**config.mk**
```make
export PLATFORM = sky130hd
export DESIGN_NAME = jump_subsystem
export DESIGN_NICKNAME = d
export VERILOG_FILES = /design/src/verilog/jump_pkg.sv /design/src/verilog/commit_state.sv /design/src/verilog/flag_reg.sv /design/src/verilog/jump_subsystem.sv /design/src/verilog/jump_unit.sv /design/src/verilog/stage_reg.sv
export VERILOG_INCLUDE_DIRS = /design/src /design/src/verilog
export SDC_FILE = /design/constraint.sdc
export NUM_CORES = 1
export LEC_CHECK = 0
export ABC_AREA = 1
export BUFFER_PORTS_ARGS = -buffer_cell sky130_fd_sc_hd__buf_2
export CORE_AREA = 2 2 170 155
export DETAILED_ROUTE_END_ITERATION = 8
export DIE_AREA = 0 0 172 157
export PLACE_DENSITY_LB_ADDON = 0.2
export SYNTH_ARGS = -nofsm -noshare
export SYNTH_HDL_FRONTEND = slang
export SYNTH_SLANG_ARGS = --single-unit
```
**constraint.sdc**
```tcl
create_clock -name clk -period 7.5 [get_ports clk]
set_input_delay 1.5 -clock clk [delete_from_list [all_inputs] [get_ports clk]]
set_output_delay 1.5 -clock clk [all_outputs]
set_load 0.05 [all_outputs]
```
**src/verilog/jump_settings.svh**
```systemverilog
`ifndef JUMP_SETTINGS_SVH
`define JUMP_SETTINGS_SVH

// width of eip, operands and targets.
`define JUMP_ADDR_W 32

// committed state after reset.
`define JUMP_RESET_EIP 32'h0000_FFF0
`define JUMP_RESET_CS 32'h0000_F000

// misprediction counter width.
`define JUMP_CNT_W 16

`endif

```
**src/verilog/jump_pkg.sv**
```systemverilog
`include "jump_settings.svh"

package jump_pkg;

  // ========================================
  // opcode constants, upper byte.
  localparam logic [7:0] OPC_JCC0F = 8'h0F;
  localparam logic [7:0] OPC_JNE = 8'h75;
  localparam logic [7:0] OPC_JNBE = 8'h77;
  localparam logic [7:0] OPC_JMP_REL8 = 8'hEB;
  localparam logic [7:0] OPC_JMP_REL32 = 8'hE9;
  localparam logic [7:0] OPC_JMP_FAR = 8'hEA;
  localparam logic [7:0] OPC_GRP5 = 8'hFF;

  // 0xff is only an indirect jump with this alu_op.
  localparam logic [2:0] ALU_OP_JMP_IND = 3'd6;

  // codes 4 to 7 are unused and mask to zero.
  typedef enum logic [2:0] {
    OPSZ_NONE = 3'd0,
    OPSZ_8 = 3'd1,
    OPSZ_16 = 3'd2,
    OPSZ_32 = 3'd3
  } opsize_e;

  // ========================================
  typedef struct packed {
    logic [`JUMP_ADDR_W-1:0] next_eip;
    logic [`JUMP_ADDR_W-1:0] op0;
    logic [`JUMP_ADDR_W-1:0] seg;
    logic [15:0] opcode;
    opsize_e opsize;
    logic [2:0] alu_op;
    logic zf_en;
    logic cf_en;
    logic predicted_taken;
  } jump_op_t;

  typedef struct packed {
    logic [`JUMP_ADDR_W-1:0] next_eip;
    logic [`JUMP_ADDR_W-1:0] target;
    logic [`JUMP_ADDR_W-1:0] seg;
    logic load_address;
    logic load_cs;
    logic mispredict;
  } redirect_t;

endpackage

```
**src/verilog/commit_state.sv**
```systemverilog
`include "jump_settings.svh"

module commit_state (
  input  logic                    clk,
  input  logic                    reset_i,

  input  logic                    fire_i,
  input  jump_pkg::redirect_t     redirect_i,

  output logic [`JUMP_ADDR_W-1:0] eip_o,
  output logic [`JUMP_ADDR_W-1:0] cs_o,
  output logic [`JUMP_CNT_W-1:0]  mispredict_count_o
);

  logic [`JUMP_ADDR_W-1:0] eip_q;
  logic [`JUMP_ADDR_W-1:0] cs_q;
  logic [`JUMP_CNT_W-1:0]  count_q;
  logic                    count_max;

  // ========================================
  // architectural eip and cs.

  always_ff @(posedge clk) begin
    if (reset_i) begin
      eip_q <= `JUMP_RESET_EIP;
      cs_q  <= `JUMP_RESET_CS;
    end else if (fire_i) begin
      if (redirect_i.load_address) begin
        eip_q <= redirect_i.target;
      end else begin
        eip_q <= redirect_i.next_eip;
      end
      if (redirect_i.load_cs) begin
        cs_q <= redirect_i.seg;
      end
    end
  end

  // ========================================
  // misprediction counter, saturating.

  assign count_max = &count_q;

  always_ff @(posedge clk) begin
    if (reset_i) begin
      count_q <= '0;
    end else if (fire_i && redirect_i.mispredict && !count_max) begin
      count_q <= count_q + 1'b1;
    end
  end

  assign eip_o              = eip_q;
  assign cs_o               = cs_q;
  assign mispredict_count_o = count_q;

endmodule

```
**src/verilog/flag_reg.sv**
```systemverilog
module flag_reg (
  input  logic clk,
  input  logic reset_i,

  // write port.
  input  logic we_i,
  input  logic zf_i,
  input  logic cf_i,

  // high while an op waits for resolution.
  input  logic busy_i,

  output logic zf_o,
  output logic cf_o
);

  logic zf_q;
  logic cf_q;
  logic write_en;

  // flags must not move under an op that is being resolved.
  assign write_en = we_i && !busy_i;

  always_ff @(posedge clk) begin
    if (reset_i) begin
      zf_q <= 1'b0;
      cf_q <= 1'b0;
    end else if (write_en) begin
      zf_q <= zf_i;
      cf_q <= cf_i;
    end
  end

  assign zf_o = zf_q;
  assign cf_o = cf_q;

endmodule

```
**src/verilog/jump_subsystem.sv**
```systemverilog
`include "jump_settings.svh"

module jump_subsystem (
  input  logic                    clk,
  input  logic                    reset_i,

  // decoded op.
  input  logic                    op_valid_i,
  output logic                    op_ready_o,
  input  logic [`JUMP_ADDR_W-1:0] op_next_eip_i,
  input  logic [`JUMP_ADDR_W-1:0] op_op0_i,
  input  logic [`JUMP_ADDR_W-1:0] op_seg_i,
  input  logic [15:0]             op_opcode_i,
  input  logic [2:0]              op_opsize_i,
  input  logic [2:0]              op_alu_op_i,
  input  logic                    op_zf_en_i,
  input  logic                    op_cf_en_i,
  input  logic                    op_predicted_taken_i,

  // flag write port.
  input  logic                    flags_we_i,
  input  logic                    zf_i,
  input  logic                    cf_i,

  // resolved redirect.
  output logic                    redirect_valid_o,
  input  logic                    redirect_ready_i,
  output logic [`JUMP_ADDR_W-1:0] redirect_next_eip_o,
  output logic [`JUMP_ADDR_W-1:0] redirect_target_o,
  output logic [`JUMP_ADDR_W-1:0] redirect_seg_o,
  output logic                    redirect_load_address_o,
  output logic                    redirect_load_cs_o,
  output logic                    redirect_mispredict_o,

  // committed state.
  output logic [`JUMP_ADDR_W-1:0] eip_o,
  output logic [`JUMP_ADDR_W-1:0] cs_o,
  output logic [`JUMP_CNT_W-1:0]  mispredict_count_o
);

  jump_pkg::jump_op_t  op_in;
  jump_pkg::jump_op_t  op_q;
  jump_pkg::redirect_t redirect_d;
  jump_pkg::redirect_t redirect_q;

  logic op_q_valid;
  logic redirect_in_ready;
  logic zf;
  logic cf;
  logic fire;

  assign op_in = '{
    next_eip:        op_next_eip_i,
    op0:             op_op0_i,
    seg:             op_seg_i,
    opcode:          op_opcode_i,
    opsize:          jump_pkg::opsize_e'(op_opsize_i),
    alu_op:          op_alu_op_i,
    zf_en:           op_zf_en_i,
    cf_en:           op_cf_en_i,
    predicted_taken: op_predicted_taken_i
  };

  // ========================================
  stage_reg #(.payload_t(jump_pkg::jump_op_t)) op_stage (
    .clk         (clk),
    .reset_i     (reset_i),
    .in_valid_i  (op_valid_i),
    .in_ready_o  (op_ready_o),
    .in_data_i   (op_in),
    .out_valid_o (op_q_valid),
    .out_ready_i (redirect_in_ready),
    .out_data_o  (op_q)
  );

  // an op in op_stage blocks flag writes.
  flag_reg u_flag_reg (
    .clk     (clk),
    .reset_i (reset_i),
    .we_i    (flags_we_i),
    .zf_i    (zf_i),
    .cf_i    (cf_i),
    .busy_i  (op_q_valid),
    .zf_o    (zf),
    .cf_o    (cf)
  );

  jump_unit u_jump_unit (
    .op_i       (op_q),
    .zf_i       (zf),
    .cf_i       (cf),
    .redirect_o (redirect_d)
  );

  stage_reg #(.payload_t(jump_pkg::redirect_t)) redirect_stage (
    .clk         (clk),
    .reset_i     (reset_i),
    .in_valid_i  (op_q_valid),
    .in_ready_o  (redirect_in_ready),
    .in_data_i   (redirect_d),
    .out_valid_o (redirect_valid_o),
    .out_ready_i (redirect_ready_i),
    .out_data_o  (redirect_q)
  );

  // ========================================
  assign fire = redirect_valid_o && redirect_ready_i;

  commit_state u_commit_state (
    .clk                (clk),
    .reset_i            (reset_i),
    .fire_i             (fire),
    .redirect_i         (redirect_q),
    .eip_o              (eip_o),
    .cs_o               (cs_o),
    .mispredict_count_o (mispredict_count_o)
  );

  assign redirect_next_eip_o     = redirect_q.next_eip;
  assign redirect_target_o       = redirect_q.target;
  assign redirect_seg_o          = redirect_q.seg;
  assign redirect_load_address_o = redirect_q.load_address;
  assign redirect_load_cs_o      = redirect_q.load_cs;
  assign redirect_mispredict_o   = redirect_q.mispredict;

endmodule

```
**src/verilog/jump_unit.sv**
```systemverilog
`include "jump_settings.svh"

module jump_unit (
  input  jump_pkg::jump_op_t  op_i,
  input  logic                zf_i,
  input  logic                cf_i,
  output jump_pkg::redirect_t redirect_o
);

  logic [7:0] opc_hi;
  logic       alu_is_ind;

  logic is_cond;
  logic is_rel;
  logic is_ind;
  logic is_far;
  logic is_uncond;

  logic jne;
  logic jnbe;
  logic cond;

  logic                    load_address;
  logic [`JUMP_ADDR_W-1:0] near_target;
  logic [`JUMP_ADDR_W-1:0] raw_target;
  logic [`JUMP_ADDR_W-1:0] masked_target;

  // ========================================
  // instruction classes.

  assign opc_hi     = op_i.opcode[15:8];
  assign alu_is_ind = (op_i.alu_op == jump_pkg::ALU_OP_JMP_IND);

  assign is_cond = (opc_hi == jump_pkg::OPC_JNE) ||
                   (opc_hi == jump_pkg::OPC_JNBE) ||
                   (opc_hi == jump_pkg::OPC_JCC0F);

  assign is_rel = (opc_hi == jump_pkg::OPC_JMP_REL8) ||
                  (opc_hi == jump_pkg::OPC_JMP_REL32);

  assign is_ind = (opc_hi == jump_pkg::OPC_GRP5) && alu_is_ind;
  assign is_far = (opc_hi == jump_pkg::OPC_JMP_FAR);

  assign is_uncond = is_rel || is_ind || is_far;

  // ========================================
  // condition.

  // jne only counts when zf is the sole qualifier.
  assign jne  = op_i.zf_en && !op_i.cf_en && !zf_i;
  assign jnbe = !zf_i && !cf_i;
  assign cond = jne || jnbe;

  always_comb begin
    if (is_cond) begin
      load_address = cond;
    end else begin
      load_address = is_uncond;
    end
  end

  // ========================================
  // target.

  assign near_target = op_i.next_eip + op_i.op0;

  always_comb begin
    raw_target = '0;
    if (load_address) begin
      if (is_cond || is_rel) begin
        raw_target = near_target;
      end else begin
        raw_target = op_i.op0;
      end
    end
  end

  // truncate to the operand size.
  always_comb begin
    case (op_i.opsize)
      jump_pkg::OPSZ_32: masked_target = raw_target;
      jump_pkg::OPSZ_16: masked_target = {{(`JUMP_ADDR_W-16){1'b0}}, raw_target[15:0]};
      jump_pkg::OPSZ_8:  masked_target = {{(`JUMP_ADDR_W-8){1'b0}}, raw_target[7:0]};
      default:           masked_target = '0;
    endcase
  end

  // ========================================
  // result.

  always_comb begin
    redirect_o.next_eip     = op_i.next_eip;
    redirect_o.target       = masked_target;
    redirect_o.load_address = load_address;
    redirect_o.load_cs      = is_far;
    redirect_o.seg          = is_far ? op_i.seg : '0;

    // unconditional jumps are always taken.
    if (is_cond) begin
      redirect_o.mispredict = cond ^ op_i.predicted_taken;
    end else if (is_uncond) begin
      redirect_o.mispredict = !op_i.predicted_taken;
    end else begin
      redirect_o.mispredict = 1'b0;
    end
  end

endmodule

```
**src/verilog/stage_reg.sv**
```systemverilog
module stage_reg #(
  parameter type payload_t = logic
) (
  input  logic     clk,
  input  logic     reset_i,

  input  logic     in_valid_i,
  output logic     in_ready_o,
  input  payload_t in_data_i,

  output logic     out_valid_o,
  input  logic     out_ready_i,
  output payload_t out_data_o
);

  logic     valid_q;
  payload_t data_q;

  // a full entry can be replaced in the same cycle it drains.
  assign in_ready_o = !valid_q || out_ready_i;

  always_ff @(posedge clk) begin
    if (reset_i) begin
      valid_q <= 1'b0;
    end else if (in_ready_o) begin
      valid_q <= in_valid_i;
    end
  end

  always_ff @(posedge clk) begin
    if (in_valid_i && in_ready_o) begin
      data_q <= in_data_i;
    end
  end

  assign out_valid_o = valid_q;
  assign out_data_o  = data_q;

endmodule
```
==> impl_metrics.toml, run 1 <==
[timing]
fin_skew_ps = 7.19
setup_tns_ps = 0
max_freq_mhz = 263
min_period_over_period_pct = 50.7
setup_viol = 0
slew_headroom_pct = 19.9
final-hold-violation-count = 0
tightest_slew_ps = 1200
period_minus_slack_ps = 3810
rsz0062_at_grt = "false"
final_max_slew_viol_count = 0

[critical_path]
regToRegSetupSlack_ps = 4210
cp_top_family = "buffers and inverters"
critPathRequiredTime_ps = 7970
r2r_cells = 7
cp-start-kind = "input pin"
r2r-end = "u_commit_state.cs_o[13]"
cp_cell_sequence = "buf_2, nand2_1, inv_2, nand2_1, buf_4, inv_1, nand2_1, nand3_1"
critPathBufInv = 4
crit_top_cell = "nand2_1"
critPathCaptureType = "flip-flop"
critPathKind = "input pin to flip-flop"
crit_path_max_fanout = 54
r2r-start = "redirect_stage.out_valid_o"
cp.depth = 8
critPathArrivalTime_ps = 4270
worst_path_largest_cell_delay_ps = 830
cpMaxStageDelayCell = "inv_2"

[floorplan]
coreArea_mm2 = 0.0250
die_y_um = 157
io_pins = 309
initial_utilization_pct = 53.7
die_x_um = 172
fp.dieArea_mm2 = 0.0270
rows = 55

[pwr]
p_leak_nw = 7.65
peakVddDrop_v = 0.000175
power_mw = 3.87
cellPowerDensity_mw_per_mm2 = 237

[layout]
syn2layout_area_growth_pct = 21.4
layout.nets = 1934
drive_gt1_share_pct = 21.6
final_util_pct = 65.1

[clock_tree]
cts-root-buf = "clkbuf_16"
clk_latency_ps = 570
cts_tree = "done"
cts_hold_buf = 0
cts_sinks = 296
cts_setup_buffers = 0
h-tree-depth = 1
clk_path_buf_depth = 3
post_cts_resized = 0
cts_buffers = 30
path_clk_slew_ps = 60

[synth]
syn_inst = 1473
synth_area_mm2 = 0.0134
yosysUniqueCellTypes = 39
postSynthAreaPerCell_um2 = 9.13
ys_seq_area_share_pct = 59.8
yosys_warnings = 0
synthArstFlopShare_pct = 0
synth_edf_count = 212
ys_ff_latch = 296
synth_ff_type = "edfxtp_1"
synth_nets = 1634

[place]
gp_congestion = 0.956
dp_hpwl_um = 26000
portBuffers = 300

[global_routing]
grt_pass1_wl_um = 53000
grt_pass1_vias = 10026
antenna_found_initial = 2
grt_use_total_pct = 25.3
grt_max_degree = 70
overflow = 0

[detailed_routing]
vias_per_cell = 5.02
drc = 0
drt_iter0_drc = 883
dr.pass1.iters = 6
routed_wirelength_um = 34600
drtAntennaViolNets = 0
vias = 10740
wl_per_cell_um = 16.2

[outcome]
status = "finished, final reports clean"

[run]
drv_cap = 0

[hold_path]
hold-path-cell-count = 2
hold_class = "flip-flop to flip-flop"
hold_start = "u_commit_state.cs_o[25]"
whs_endpoint = "u_commit_state.cs_o[25]"
worst max path at each step:
stage                           from                      endpoint  slack (ps)
floorplan           redirect_ready_i  redirect_stage.out_data_o[0]         590
global placement    redirect_ready_i       u_commit_state.cs_o[25]        3240
detailed placement  redirect_ready_i       u_commit_state.cs_o[13]        3140
CTS                 redirect_ready_i       u_commit_state.cs_o[13]        3720
global route        redirect_ready_i        u_commit_state.cs_o[2]        3380
finish              redirect_ready_i       u_commit_state.cs_o[13]        3690
worst register-to-register path, cell delays in order (launching register included):
cell and delay, ps:
dfxtp_1 440, nand2_1 410, inv_2 840, nand2_1 110
buf_4 290, inv_1 800, nand2_1 170, nand3_1 130
where the power goes:
group,internal (mW),switching [mW],total [mW]
clock,0.944,0.629,1.57
combinational,0.125,0.313,0.438
sequential,1.82,0.0362,1.86
synth_stat cells (6+ instances only):
cell	instances	area share (%)
buf_2	6	0.22
nand2_1	408	11
dfxtp_1	84	13
edfxtp_1	212	47
and2_1	6	0.28
o21ai_1	13	0.48
clkbuf_1	27	0.75
a21oi_1	72	2.7
nand4_1	16	0.74
nor2_1	152	4.2
nor3_1	16	0.60
o211ai_1	23	1.3
o21ai_0	26	0.97
xor2_1	10	0.65
ha_1	32	3.0
inv_1	224	6.3
xnor2_1	7	0.46
nand3_1	88	3.3
nor2_2	15	0.70
per-layer routing:
| layer | vias to the layer above | GRT usage [%] | wire [um] |
|---|---|---|---|
| met5 | - | 0 | 0 |
| met4 | 0 | 7.36 | 946 |
| met3 | 67 | 4.20 | 2660 |
| met2 | 370 | 42.4 | 16000 |
| met1 | 4935 | 34.1 | 15000 |
| li1 | 5368 | - | - |
cell families (layout without fill, tap and decap cells):
family	Yosys count	count (layout)	share of synthesized area (%)
other cells	0	2	0
buf+inv	269	593	7.77
compound gates	142	142	5.85
xor+xnor	17	17	1.11
flops	296	296	59.8
fa+ha+maj	33	33	3.13
simple gates	716	716	22.3
cells in the final DEF, fill, tap and decap left out, types with 3 or more instances in the layout:
cell,n
buf_2,300
o211ai_1,23
o21ai_1,13
nand3_1,88
clkbuf_8,3
clkbuf_16,30
clkbuf_1,8
xnor2_1,7
inv_1,223
xor2_1,10
nand4_1,16
o21ai_0,26
ha_1,32
buf_4,6
bufinv_16,5
edfxtp_1,212
nand3b_1,3
dfxtp_1,84
nor2_2,15
clkinv_2,6
nand2_1,408
nor3_1,16
nor2_1,152
inv_2,5
a21oi_1,71
and2_1,6
state kept, by name, indices dropped and copies added, names as in the netlist:
signal / flops
redirect_stage.out_data_o: 99
op_stage.out_data_o: 113
u_commit_state.eip_o: 32
u_commit_state.mispredict_count_o: 16
op_stage.out_valid_o: 1
u_flag_reg.zf_o: 1
redirect_stage.out_valid_o: 1
u_commit_state.cs_o: 32
u_flag_reg.cf_o: 1
stage by stage:
| stage | instances | setup WS, ps | instance area [um2] | hold WS, ps |
|---|---|---|---|---|
| floorplan | 1473 | 592 | 13400 | 431 |
| global placement | 2083 | 3240 | 15300 | 448 |
| detailed placement | 2083 | 3140 | 15300 | 452 |
| CTS | 2139 | 3720 | 16300 | 462 |
| global route | 2141 | 3380 | 16300 | 481 |
| finish | 2141 | 3690 | 16300 | 459 |
area by class of cell:
class / instances / area [um2]
Clock inverter: 15 / 233
Tap cell: 342 / 428
Sequential cell: 296 / 8050
Antenna cell: 2 / 5.00
Timing Repair Buffer: 306 / 1550
Inverter: 231 / 871
Multi-Input combinational cell: 908 / 4370
Clock buffer: 41 / 822
Fill cell: 2169 / 8730
(Power assumes the default switching activity.)
==> run 2, diff against run 1 <==
--- a/config.mk
+++ b/config.mk
@@ -6,11 +6,11 @@
 export SDC_FILE = /design/constraint.sdc
 export NUM_CORES = 1
 export LEC_CHECK = 0
-export ABC_AREA = 1
+export ABC_AREA = 0
 export BUFFER_PORTS_ARGS = -buffer_cell sky130_fd_sc_hd__buf_2
-export CORE_AREA = 2 2 170 155
+export CORE_AREA = 2 2 163 149
 export DETAILED_ROUTE_END_ITERATION = 8
-export DIE_AREA = 0 0 172 157
+export DIE_AREA = 0 0 165 151
 export PLACE_DENSITY_LB_ADDON = 0.2
 export SYNTH_ARGS = -nofsm -noshare
 export SYNTH_HDL_FRONTEND = slang
==> constraint.sdc (replaced) <==
create_clock -name clk -period 3.78 [get_ports clk]
set_input_delay 0.756 -clock clk [delete_from_list [all_inputs] [get_ports clk]]
set_output_delay 0.756 -clock clk [all_outputs]
set_load 0.05 [all_outputs]
==> impl_metrics.toml, run 2 <==
[outcome]
status = "finished, final reports clean"

[clock_tree]
clk_latency_ps = 550
cts_setup_buffers = 0
h-tree-depth = 1
cts-root-buf = "clkbuf_16"
cts_buffers = 30
clk_path_buf_depth = 3
cts_tree = "done"
cts_hold_buf = 0
post_cts_resized = 0
path_clk_slew_ps = 60
cts_sinks = 296

[layout]
largest_reg_flops = 113
layout_commonest_cell = "buf_2"
layout.nets = 1429
final_cell_area_mm2 = 0.0151
final_cell_mix = "buf_2, edfxtp_1, nand2_1"
syn2layout_area_growth_pct = 24.2
drive_gt1_share_pct = 29.7
final_util_pct = 65.1

[pwr]
peakVddDrop_v = 0.000375
cellPowerDensity_mw_per_mm2 = 515
power_mw = 7.76
p_leak_nw = 6.07

[global_routing]
overflow = 0
grt_pass1_vias = 7754
grt_max_degree = 79
antenna_found_initial = 4
grt_use_total_pct = 21.7
grt_pass1_wl_um = 41600

[run]
drv_cap = 0

[synth]
yosys_warnings = 0
synth_area_mm2 = 0.0121
synth_ff_type = "edfxtp_1"
yosysMostFrequentCell = "edfxtp_1"
synth_nets = 1127
ys_seq_area_share_pct = 66.4
ys_ff_latch = 296
yosys-top-cells-count = "edfxtp_1, nand2_1, nor2_1, a21oi_1, dfxtp_1"
synth_edf_count = 212
postSynthAreaPerCell_um2 = 12.6
synth_top_cell_area_share_pct = 52.5
synthArstFlopShare_pct = 0
yosysTopAreaCell = "edfxtp_1"
netlist_top_cells_area = "edfxtp_1, dfxtp_1, nand2_1, a21oi_1, ha_1"
syn_inst = 966
yosysUniqueCellTypes = 57

[floorplan]
die_x_um = 165
fp.dieArea_mm2 = 0.0249
io_pins = 309
die_y_um = 151
coreArea_mm2 = 0.0231
rows = 53
initial_utilization_pct = 52.4

[place]
place_area_mm2 = 0.0140
gp_congestion = 0.890
dp_hpwl_um = 20100
pre_cts_slack_ps = 728
portBuffers = 300

[critical_path]
critPathArrivalTime_ps = 3360
crit_path_max_fanout = 5
r2r_cells = 12
critPathKind = "flip-flop to flip-flop"
cp-start-kind = "flip-flop"
critPathCaptureType = "flip-flop"
r2r-end = "redirect_stage.out_data_o[63]"
worstSetupStartpoint = "op_stage.out_data_o[57]"
r2r-start = "op_stage.out_data_o[57]"
critPathRequiredTime_ps = 4060
regToRegSetupSlack_ps = 700

[timing]
fin_skew_ps = 17.1
max_freq_mhz = 325
setup_slack_ps = 700
slew_headroom_pct = 19.2
final-hold-violation-count = 0
rsz0062_at_grt = "false"
setup_tns_ps = 0
period_minus_slack_ps = 3080
final_max_slew_viol_count = 0
tightest_slew_ps = 1210
setup_viol = 0
min_period_over_period_pct = 81.5

[detailed_routing]
vias_per_cell = 5.24
drc = 0
routed_wirelength_um = 28200
wl_per_cell_um = 17.6
vias = 8387
drtAntennaViolNets = 0
dr.pass1.iters = 6
drt_iter0_drc = 510

[hold_path]
hold-path-cell-count = 1
hold_class = "input pin to flip-flop"
hold_start = "op_opsize_i[2]"
whs_endpoint = "op_stage.out_data_o[8]"
-- run 2: changes by cell type in the layout (fill, tap and decap cells not counted), sizes merged, moves of 31 or more --
cell and change:
inv -216, and2 +31, nand3 -77, nand2 -284, mux2i +35, nor2 -76
-- run 2: worst max path at each step --
stage          cells after the start  slack (ps)                            end
2_1_floorplan                      3         620         op_stage.out_data_o[0]
3_3_place_gp                      12         740  redirect_stage.out_data_o[63]
3_5_place_dp                      12         730  redirect_stage.out_data_o[63]
4_1_cts                           12         700  redirect_stage.out_data_o[63]
5_1_grt                           12         550  redirect_stage.out_data_o[63]
6_report                          12         700  redirect_stage.out_data_o[63]
-- run 2: cell type report --
cell class	count	area (um2)
fillers	1823	8080
flip-flops and latches	296	8050
multi-input cells	616	3890
repair buffers	311	1610
clock buffers	40	860
well taps	302	378
clock inverters	15	208
inverters	13	48.8
diodes	7	17.5
-- run 2: cell families (layout without fill, tap and decap cells) --
kind of cell	Yosys count	in the layout	share of synthesized area [%]
AOI/OAI and AO/OA	195	195	10.9
xor gates and xnor gates	40	40	2.89
adders and majority gates	33	33	3.47
buffers and inverters	54	379	1.68
DFF	296	296	66.4
muxes	35	35	2.89
other	0	7	0
and+or+nand+nor	313	313	11.8
-- run 2: routing by layer --
metal / GRT usage [%] / vias to the layer above / wire length (um)
met5: 0 / - / 0
met4: 5.78 / 0 / 575
met3: 5.48 / 44 / 2230
met2: 36.7 / 285 / 13700
met1: 28.1 / 3947 / 11700
li1: - / 4111 / -
-- run 2: where the power goes --
| group | total (mW) | switching (mW) | leakage [nW] | internal (mW) |
|---|---|---|---|---|
| clock network | 3.14 | 1.21 | 0.524 | 1.93 |
| logic | 0.899 | 0.620 | 2.87 | 0.279 |
| registers | 3.72 | 0.0784 | 2.67 | 3.64 |
| total | 7.76 | 1.91 | 6.07 | 5.85 |
-- run 2: stage by stage --
step                std cells  hold WS (ps)
floorplan                 966           431
global placement         1538           438
detailed placement       1538           443
CTS                      1593           352
global route             1595           356
finish                   1600           376
-- run 2: worst max-delay path: stages, from the launching register on --
cell and delay, ps:
edfxtp_1 400, ha_1 250, fa_1 410, a21o_1 210, a21oi_2 250, o211ai_4 150
a31oi_4 290, o211ai_4 130, a31oi_4 240, o311ai_1 170, xor2_1 160, nand2_1 80
a21oi_1 70
